==> config.mk <==
export PLATFORM = sky130hd
export DESIGN_NAME = execute_stage
export DESIGN_NICKNAME = d
export VERILOG_FILES = /design/src/common/cpu_pkg.sv /design/src/execute/execute_stage.sv
export SDC_FILE = /design/constraint.sdc
export NUM_CORES = 1
export LEC_CHECK = 0
export CAP_MARGIN = 10
export CORE_MARGIN = 8
export CORE_UTILIZATION = 60
export CTS_BUF_LIST = sky130_fd_sc_hd__clkbuf_8
export CTS_CLUSTER_DIAMETER = 50
export CTS_CLUSTER_SIZE = 14
export DETAILED_ROUTE_END_ITERATION = 10
export DONT_BUFFER_PORTS = 1
export PLACE_DENSITY_LB_ADDON = 0.08
export SLEW_MARGIN = 20
export SYNTH_ARGS = -nofsm -noshare
export SYNTH_HDL_FRONTEND = slang
export SYNTH_SLANG_ARGS = --single-unit
export TNS_END_PERCENT = 5
==> constraint.sdc <==
create_clock -name clk -period 4.2 [get_ports clk]
set_clock_uncertainty 0.1 [all_clocks]
set_input_delay 0.63 -clock clk [delete_from_list [all_inputs] [get_ports clk]]
set_output_delay 0.63 -clock clk [all_outputs]
set_load 0.01 [all_outputs]
==> src/common/cpu_pkg.sv <==
package cpu_pkg;

	localparam int DATA_W      = 16;
	localparam int REG_SEL_W   = 3;
	localparam int DMEM_ADDR_W = 8;
	localparam int OP_W        = 5;
	localparam int FN_W        = 2;
	localparam int IMM5_W      = 5;
	localparam int IMM8_W      = 8;

	// Halfword addressing
	localparam logic [DATA_W-1:0] PC_STEP = 16'd2;

	// Opcodes sit in the top five bits of every format
	localparam logic [OP_W-1:0] OP_HALT = 5'b00000;
	localparam logic [OP_W-1:0] OP_NOP  = 5'b00001;
	localparam logic [OP_W-1:0] OP_ADDI = 5'b01000;
	localparam logic [OP_W-1:0] OP_BEQZ = 5'b01100;
	localparam logic [OP_W-1:0] OP_BNEZ = 5'b01101;
	localparam logic [OP_W-1:0] OP_ST   = 5'b10000;
	localparam logic [OP_W-1:0] OP_LD   = 5'b10001;
	localparam logic [OP_W-1:0] OP_LBI  = 5'b11000;
	localparam logic [OP_W-1:0] OP_ALU  = 5'b11011;

	localparam logic [FN_W-1:0] FN_ADD  = 2'b00;
	localparam logic [FN_W-1:0] FN_SUB  = 2'b01;
	localparam logic [FN_W-1:0] FN_XOR  = 2'b10;
	localparam logic [FN_W-1:0] FN_ANDN = 2'b11;

	localparam int ALU_OP_W = 3;
	localparam logic [ALU_OP_W-1:0] ALU_ADD    = 3'd0;
	localparam logic [ALU_OP_W-1:0] ALU_SUB    = 3'd1;
	localparam logic [ALU_OP_W-1:0] ALU_XOR    = 3'd2;
	localparam logic [ALU_OP_W-1:0] ALU_ANDN   = 3'd3;
	localparam logic [ALU_OP_W-1:0] ALU_PASS_B = 3'd4;

	// Where an execute operand comes from
	localparam int FWD_W = 2;
	localparam logic [FWD_W-1:0] FWD_NONE = 2'd0;
	localparam logic [FWD_W-1:0] FWD_MEM  = 2'd1;
	localparam logic [FWD_W-1:0] FWD_WB   = 2'd2;

	typedef union packed {
		struct packed {
			logic [OP_W-1:0]      opcode;
			logic [REG_SEL_W-1:0] rs;
			logic [REG_SEL_W-1:0] rt;
			logic [REG_SEL_W-1:0] rd;
			logic [FN_W-1:0]      funct;
		} r;
		struct packed {
			logic [OP_W-1:0]      opcode;
			logic [REG_SEL_W-1:0] rs;
			logic [REG_SEL_W-1:0] rd;
			logic [IMM5_W-1:0]    imm5;
		} i;
		struct packed {
			logic [OP_W-1:0]      opcode;
			logic [REG_SEL_W-1:0] rs;
			logic [IMM8_W-1:0]    imm8;
		} l;
	} instr_t;

	// Squashed slots carry this
	localparam instr_t NOP_WORD = instr_t'({OP_NOP, {(DATA_W-OP_W){1'b0}}});

endpackage
==> src/execute/execute_stage.sv <==
`timescale 1ns/1ps

module execute_stage (
	input  logic                          clk,
	input  logic                          reset,
	input  logic                          load_stall,
	input  logic [cpu_pkg::FWD_W-1:0]     fwd_a_sel,
	input  logic [cpu_pkg::FWD_W-1:0]     fwd_b_sel,
	input  logic                          dec_reg_write,
	input  logic                          dec_mem_read,
	input  logic                          dec_mem_write,
	input  logic [cpu_pkg::ALU_OP_W-1:0]  dec_alu_op,
	input  logic                          dec_use_imm,
	input  logic                          dec_is_lbi,
	input  logic                          dec_is_branch,
	input  logic                          dec_branch_on_zero,
	input  logic [cpu_pkg::REG_SEL_W-1:0] dec_dest,
	input  logic                          dec_halt,
	input  cpu_pkg::instr_t               fd_instr,
	input  logic [cpu_pkg::DATA_W-1:0]    fd_pc2,
	input  logic [cpu_pkg::DATA_W-1:0]    rd_data_a,
	input  logic [cpu_pkg::DATA_W-1:0]    rd_data_b,
	input  logic [cpu_pkg::DATA_W-1:0]    wb_data,
	output logic [cpu_pkg::REG_SEL_W-1:0] ex_rs,
	output logic [cpu_pkg::REG_SEL_W-1:0] ex_rt,
	output logic [cpu_pkg::REG_SEL_W-1:0] ex_dest,
	output logic                          ex_reg_write,
	output logic                          ex_mem_read,
	output logic                          branch_taken,
	output logic [cpu_pkg::DATA_W-1:0]    branch_target,
	output logic [cpu_pkg::DATA_W-1:0]    mem_addr,
	output logic [cpu_pkg::DATA_W-1:0]    mem_wdata,
	output logic [cpu_pkg::DATA_W-1:0]    mem_result,
	output logic [cpu_pkg::REG_SEL_W-1:0] mem_dest,
	output logic                          mem_reg_write,
	output logic                          mem_read,
	output logic                          mem_write,
	output logic                          mem_halt
);

	cpu_pkg::instr_t                ex_instr;
	logic [cpu_pkg::DATA_W-1:0]     ex_pc2;
	logic [cpu_pkg::DATA_W-1:0]     ex_a;
	logic [cpu_pkg::DATA_W-1:0]     ex_b;
	logic                           ex_mem_write;
	logic [cpu_pkg::ALU_OP_W-1:0]   ex_alu_op;
	logic                           ex_use_imm;
	logic                           ex_is_lbi;
	logic                           ex_is_branch;
	logic                           ex_branch_on_zero;
	logic                           ex_halt;
	logic [cpu_pkg::DATA_W-1:0]     op_a;
	logic [cpu_pkg::DATA_W-1:0]     op_b;
	logic [cpu_pkg::DATA_W-1:0]     imm5_ext;
	logic [cpu_pkg::DATA_W-1:0]     imm8_ext;
	logic [cpu_pkg::DATA_W-1:0]     alu_b;
	logic [cpu_pkg::DATA_W-1:0]     alu_out;

	function automatic logic [cpu_pkg::DATA_W-1:0] fwd_mux(
		input logic [cpu_pkg::FWD_W-1:0]  sel,
		input logic [cpu_pkg::DATA_W-1:0] reg_val
	);
		case (sel)
			cpu_pkg::FWD_MEM: return mem_result;
			cpu_pkg::FWD_WB:  return wb_data;
			default:          return reg_val;
		endcase
	endfunction

	// Decode/execute register takes a bubble on stall or squash
	always_ff @(posedge clk) begin
		if (reset || load_stall || branch_taken) begin
			ex_instr          <= cpu_pkg::NOP_WORD;
			ex_dest           <= '0;
			ex_reg_write      <= 1'b0;
			ex_mem_read       <= 1'b0;
			ex_mem_write      <= 1'b0;
			ex_alu_op         <= cpu_pkg::ALU_ADD;
			ex_use_imm        <= 1'b0;
			ex_is_lbi         <= 1'b0;
			ex_is_branch      <= 1'b0;
			ex_branch_on_zero <= 1'b0;
			ex_halt           <= 1'b0;
		end else begin
			ex_instr          <= fd_instr;
			ex_dest           <= dec_dest;
			ex_reg_write      <= dec_reg_write;
			ex_mem_read       <= dec_mem_read;
			ex_mem_write      <= dec_mem_write;
			ex_alu_op         <= dec_alu_op;
			ex_use_imm        <= dec_use_imm;
			ex_is_lbi         <= dec_is_lbi;
			ex_is_branch      <= dec_is_branch;
			ex_branch_on_zero <= dec_branch_on_zero;
			ex_halt           <= dec_halt;
		end
	end

	always_ff @(posedge clk) begin
		ex_pc2 <= fd_pc2;
		ex_a   <= rd_data_a;
		ex_b   <= rd_data_b;
	end

	assign ex_rs = ex_instr.r.rs;
	assign ex_rt = ex_instr.r.rt;

	always_comb begin
		op_a = fwd_mux(fwd_a_sel, ex_a);
		op_b = fwd_mux(fwd_b_sel, ex_b);
	end

	assign imm5_ext = {{(cpu_pkg::DATA_W-cpu_pkg::IMM5_W){ex_instr.i.imm5[cpu_pkg::IMM5_W-1]}},
		ex_instr.i.imm5};
	assign imm8_ext = {{(cpu_pkg::DATA_W-cpu_pkg::IMM8_W){ex_instr.l.imm8[cpu_pkg::IMM8_W-1]}},
		ex_instr.l.imm8};
	assign alu_b = ex_is_lbi ? imm8_ext : (ex_use_imm ? imm5_ext : op_b);

	always_comb begin
		case (ex_alu_op)
			cpu_pkg::ALU_ADD:  alu_out = op_a + alu_b;
			// rt minus rs
			cpu_pkg::ALU_SUB:  alu_out = alu_b - op_a;
			cpu_pkg::ALU_XOR:  alu_out = op_a ^ alu_b;
			cpu_pkg::ALU_ANDN: alu_out = op_a & ~alu_b;
			default:           alu_out = alu_b;
		endcase
	end

	// Branches test forwarded rs and resolve here
	assign branch_taken  = ex_is_branch && ((op_a == '0) == ex_branch_on_zero);
	assign branch_target = ex_pc2 + imm8_ext;

	always_ff @(posedge clk) begin
		if (reset) begin
			mem_dest      <= '0;
			mem_reg_write <= 1'b0;
			mem_read      <= 1'b0;
			mem_write     <= 1'b0;
			mem_halt      <= 1'b0;
		end else begin
			mem_dest      <= ex_dest;
			mem_reg_write <= ex_reg_write;
			mem_read      <= ex_mem_read;
			mem_write     <= ex_mem_write;
			mem_halt      <= ex_halt;
		end
	end

	always_ff @(posedge clk) begin
		mem_result <= alu_out;
		mem_wdata  <= op_b;
	end

	// Loads and stores use the ALU sum as address
	assign mem_addr = mem_result;

endmodule

==> results of run 1 <==
routing by layer:
metal / global-route usage [%] / share of wire (%)
met1: 23.9 / 38
met2: 42.0 / 51
met3: 9.43 / 8.4
met4: 9.94 / 2.8
met5: 0 / 0
layout by cell type, fill, tap and decap left out, types with 17 or more instances in the layout:
| cell | synthesis | routed |
|---|---|---|
| ha_1 | 51 | 51 |
| dfxtp_1 | 112 | 112 |
| xnor2_1 | 28 | 28 |
| nor2b_1 | 17 | 17 |
| buf_4 | 23 | 33 |
| inv_1 | 49 | 50 |
| a21oi_1 | 48 | 47 |
| o21ai_0 | 42 | 42 |
| a22oi_1 | 24 | 24 |
| and3_1 | 28 | 28 |
| nand2_1 | 55 | 55 |
| nor2_1 | 24 | 23 |
stage by stage:
| step | setup slack (ns) | instance area (µm²) |
|---|---|---|
| floorplan | 0.00743 | 5990 |
| global placement | 0.00285 | 6080 |
| detailed placement | -0.0395 | 6080 |
| CTS | 0.364 | 6280 |
| global route | 0.0157 | 6290 |
| finish | 0.332 | 6290 |
final timing paths:
| path | end | startpoint | cells past startpoint | slack, ns |
|---|---|---|---|---|
| setup / recovery | mem_addr[15] | fwd_a_sel[0] | 20 | 0.33 |
| hold / removal | ex_a[1] | rd_data_a[1] | 0 | 0.16 |
| setup reg to reg | mem_addr[15] | mem_addr[0] | 17 | 0.41 |
| hold reg to reg | mem_write | ex_mem_write | 1 | 0.34 |
worst max-delay path, delay by kind of cell:
kind | cells | cell delay, ns
AND/OR/NAND/NOR | 4 | 0.75
AO/OA/AOI/OAI | 8 | 1.16
adder cells (fa/ha/maj) | 3 | 0.85
XOR/XNOR | 2 | 0.29
buffers and inverters | 3 | 0.36
synthesized netlist by cell type (all sizes together) (17+ instances only):
cell    instances
ha             51
clkbuf         20
xnor2          28
a21oi          48
buf            32
nand2          56
nor2b          17
o21ai          55
dfxtp         112
and3           28
a22oi          24
nor2           24
inv            51
final cells by class:
cell class,instances,share of cell area (%)
multi-input cells,457,51.4
flip-flops and latches,112,35.7
repair buffers,33,3.94
inverters,51,3.04
well taps,133,2.65
clock buffers,10,2.19
clock inverters,6,1.03
diodes,2,0.0796
cells by family (layout without fill, tap and decap cells):
group                    count (synthesis)  in the layout
AO/OA/AOI/OAI                          183            183
buffers and inverters                  103            100
flip-flops                             112            112
AND/OR/NAND/NOR                        164            164
XOR/XNOR                                40             40
other                                    0              2
adder cells (fa/ha/maj)                 53             53
multiplexers                            17             17
power by group:
| part | internal [mW] | total, mW | switching [mW] |
|---|---|---|---|
| sequential | 1.20 | 1.45 | 0.250 |
| combinational | 0.438 | 1.00 | 0.564 |
| clock | 0.294 | 0.649 | 0.354 |
| total | 1.93 | 3.10 | 1.17 |
flip-flops by register name, indices dropped and copies added (netlist names), 3 cells and up:
signal     flops
ex_dest        3
mem_addr      16
ex_alu_op      3
ex_a          16
ex_pc2        16
mem_wdata     16
ex_instr      11
ex_b          16
mem_dest       3
==> impl_results.md, run 1 <==
- PostCTS Resize Cnt: 0
- Slew HR: 52.1%
- CP required: 4.40 ns
- Gpl congestion: 0.890
- Multi-input gate area: 0.00323 mm²
- First-pass GRT wire length: 24.1 mm
- Drt via density: 5.80
- H-Tree Depth: 3
- CP peak stage delay: 0.37 ns
- Root buffer cell: clkbuf_8
- All-Layer GR Usage: 23.6%
- Post-synthesis mux area share: 2.94%
- Yosys warns: 0
- Final non-filler cell total: 804
- Worst hold slack: 0.164 ns
- Num CTS Buffers: 9
- Synth Instances: 672
- Worst-path maximum fanout: 10
- Fraction of layout cells with a size suffix above 1: 10.6%
- Peak supply drop: 0.000432 V
- Minimum clock period: 3.87 ns
- Status: finished clean
- IO buf count: 0
- Initial antenna violation count: 2
- 1st-iter DRT viols: 308
- Vias in the first global route: 4702
- Post-CTS Setup Bufs: 0
- Period utilisation layout: 92.1%
- LEAKAGE: 2.90 nW
- Die Span X: 116 µm
- Final-layout fill cell count: 810
- DP HPWL: 12.8 mm
- Worst Setup Start Kind: input pin
- Slew @ Worst Pin: 0.718 ns
- Setup Crit Path Kind: in2reg
- Hold_buf cts: 0
- Synth top area cells: dfxtp_1 (38%), ha_1 (11%), xnor2_1 (4.1%)
- Drc violations: 0
- # nets final: 818
- Row count: 36
- Post-route ant nets: 0
- Worst setup EP type: flop
- Adder-Cell Fraction of Synth Area: 11.4%
- Reg clk slew, reported paths: 0.10 ns
- Register area: 0.00224 mm²
- Cell Chain, Critical Path: inv_1, ha_1, buf_4, nand2_1, o21a_1, ha_1, o21ai_1, or3_4, buf_4, nor4_4, a21oi_1, xnor2_1, ha_1, a21oi_1, o21bai_1, a21oi_1, o31ai_1, xnor2_1, nand2b_1, a22oi_1
- Final Total Pwr: 3.10 mW
- Synth cell types: 55
- Routed length per instance: 19.6 µm
- Synth Register Bits: 112
- CTS tree: done
- Drt pass-1 iters: 4
- Largest area contributor in the netlist: dfxtp_1
- XOR/XNOR Fraction of Synth Area: 5.88%
- Initial Utilization: 61.5%
- Post-synth top flop: dfxtp_1
- Setup violations, final: 0
- Cell Area, Synth: 0.00595 mm²
- Seq/Total Area, Yosys: 37.7%
- Die Footprint: 0.0134 mm²
- Clock tree sinks: 112
- Wirelength, routed: 15.7 mm
- Simple-gate share of the synthesized area: 14.2%
- Area added between synthesis and finish: 5.61%
- GRT Residual Overflow: 0
- Max cap viols: 0
- RSZ-0062 raised after global routing: false
- Clock Latency Late Sink: 0.39 ns
- IO Pins: 184
- Peak Freq: 259 MHz
- Top-area cell type share of the netlist area: 37.7%
- Largest net degree at the start of global routing: 31
- Setup TNS Final: 0 ns
- Pins Over Slew Limit: 0
- Final core occ: 64.9%
- Vias: 4662
- Total core area: 0.00968 mm²
- Largest family of logic cells by synthesized area: compound AO/OA/AOI/OAI gates
- Longest Clk Path Bufs: 2
- Synthesized area per cell: 8.86 µm²
- Cells after DPL: 786
- CP arrival: 4.07 ns
- Number of synthesized flops with an enable pin: 0
- Hold Vio Cnt, Final: 0
- Post-synthesis compound-gate area fraction: 19.4%
- Ys async rst share: 0%
- Critical path's slowest cell: or3_4
- Hold Crit Class: in2reg
- Die height: 116 µm
- Pwr/cell area: 493 mW/mm²
- Post-Syn Nets: 826
(Power assumes the default switching activity.)
==> inputs of run 2 (changes only) <==
--- a/config.mk
+++ b/config.mk
@@ -6,13 +6,15 @@
 export NUM_CORES = 1
 export LEC_CHECK = 0
 export CAP_MARGIN = 10
-export CORE_MARGIN = 8
+export CORE_MARGIN = 1
 export CORE_UTILIZATION = 60
 export CTS_BUF_LIST = sky130_fd_sc_hd__clkbuf_8
 export CTS_CLUSTER_DIAMETER = 50
 export CTS_CLUSTER_SIZE = 14
 export DETAILED_ROUTE_END_ITERATION = 10
 export DONT_BUFFER_PORTS = 1
+export GPL_ROUTABILITY_DRIVEN = 0
+export HOLD_SLACK_MARGIN = 0.12
 export PLACE_DENSITY_LB_ADDON = 0.08
 export SLEW_MARGIN = 20
 export SYNTH_ARGS = -nofsm -noshare
==> impl_results.md, run 2 (synthesis results as in run 1) <==
- IO Pins: 184
- H-Tree Depth: 3
- Reg clk slew, reported paths: 0.12 ns
- Largest net degree at the start of global routing: 31
- Worst reg2reg path endpoint: mem_addr[13]
- Worst Setup SP: fwd_a_sel[0]
- Initial antenna violation count: 1
- Hold Vio Cnt, Final: 0
- Multi-input gate area: 0.00323 mm²
- HP Start: rd_data_a[7]
- Hold_buf cts: 0
- Commonest cells after routing, fill and taps aside: dfxtp_1 (112), nand2_1 (55), ha_1 (51), inv_1 (49), a21oi_1 (47)
- Final Total Pwr: 3.10 mW
- CTS tree: done
- GRT Residual Overflow: 0
- Final-layout fill cell count: 803
- Period utilisation layout: 93.5%
- Register area: 0.00224 mm²
- Die height: 102 µm
- Drc violations: 0
- All-Layer GR Usage: 28.7%
- Setup Crit Path Kind: in2reg
- Fraction of layout cells with a size suffix above 1: 10.6%
- Minimum clock period: 3.93 ns
- Longest Clk Path Bufs: 2
- Vias in the first global route: 4560
- Leading cell type in the layout, fill and taps excluded: dfxtp_1
- Routed length per instance: 18.8 µm
- Row count: 35
- CP arrival: 4.11 ns
- Drt via density: 5.95
- RSZ-0062 raised after global routing: false
- Cells after DPL: 781
- # nets final: 817
- Worst hold slack: 0.161 ns
- Clock tree sinks: 112
- Pins Over Slew Limit: 0
- Worst Setup Start Kind: input pin
- Worst setup EP type: flop
- PostCTS Resize Cnt: 0
- LEAKAGE: 2.90 nW
- FF-to-FF Start: mem_addr[0]
- Post-CTS Setup Bufs: 0
- DP HPWL: 11.9 mm
- Hold Crit Class: in2reg
- Drt pass-1 iters: 5
- Pwr/cell area: 492 mW/mm²
- Critical Path Sink: mem_addr[13]
- Slew HR: 49.3%
- Max cap viols: 0
- Die Footprint: 0.0103 mm²
- CP required: 4.39 ns
- Clock Latency Late Sink: 0.38 ns
- Setup violations, final: 0
- Root buffer cell: clkbuf_8
- Peak supply drop: 0.000355 V
- Initial Utilization: 63.2%
- Post-route ant nets: 0
- Area added between synthesis and finish: 5.82%
- Die Span X: 102 µm
- Peak Freq: 255 MHz
- 1st-iter DRT viols: 223
- Slew @ Worst Pin: 0.760 ns
- Vias: 4758
- First-pass GRT wire length: 22.2 mm
- Final non-filler cell total: 799
- Num CTS Buffers: 9
- Wirelength, routed: 15.0 mm
- Total core area: 0.00942 mm²
- Cell count of the worst reg-to-reg path: 15
- Worst-path maximum fanout: 7
- Status: finished clean
- R2R Setup Slk: 0.52 ns
- IO buf count: 0
## run 2: cell count changes in the layout (fill, tap and decap cells not counted), sizes merged
cell    previous run  this run
clkinv             2         5
buf               33        32
bufinv             1         0
clkbuf            10         9
inv               54        53
## run 2: metrics by stage
stage	setup slack, ns	setup TNS, ns	utilization [%]	area, µm²
after floorplan	0.00743	0	-	5990
final	0.274	0	66.9	6300
after global routing	0.0391	0	66.9	6300
after global placement	0.0130	0	64.5	6080
after CTS	0.336	0	66.8	6290
after detailed placement	-0.0786	-0.134	64.5	6080
## run 2: worst min-delay path by stage
stage                     cells after the start      endpoint  slack (ns)
final                                         0       ex_a[7]        0.16
after global routing                          0       ex_b[1]        0.13
after CTS                                     0       ex_b[1]        0.14
after detailed placement                      1      mem_halt        0.33
after global placement                        1     mem_write        0.32
after floorplan                               2  mem_wdata[5]        0.31
## run 2: critical path, stage by stage
cell     delay (ns)
inv_1          0.02
ha_1           0.40
buf_4          0.20
nor2b_1        0.17
o22ai_1        0.15
nor4_1         0.43
buf_4          0.20
and2_1         0.14
a31oi_1        0.10
xnor2_1        0.17
ha_1           0.23
a21o_1         0.20
or3_1          0.32
a21oi_2        0.14
o31ai_1        0.09
xnor2_1        0.18
nor3_1         0.07
a221o_1        0.26
## run 2: cell type report
cell class / count / area share, %
Antenna cell: 2 / 0.0794
Clock buffer: 9 / 1.97
Clock inverter: 7 / 1.45
Inverter: 51 / 3.04
Multi-Input combinational cell: 457 / 51.3
Sequential cell: 112 / 35.6
Tap cell: 129 / 2.56
Timing Repair Buffer: 32 / 4.01
## run 2: where the power goes
part / internal (mW) / leakage (nW) / switching (mW)
combinational: 0.438 / 1.85 / 0.554
clock: 0.243 / 0.105 / 0.412
sequential: 1.20 / 0.936 / 0.251
## run 2: layer usage
layer / wire [µm] / global-route usage [%] / up-vias
met5: 0 / 0 / -
met3: 1480 / 11.4 / 32
met2: 7300 / 49.1 / 233
met4: 348 / 11.7 / 0
li1: - / - / 2306
met1: 5870 / 31.7 / 2187
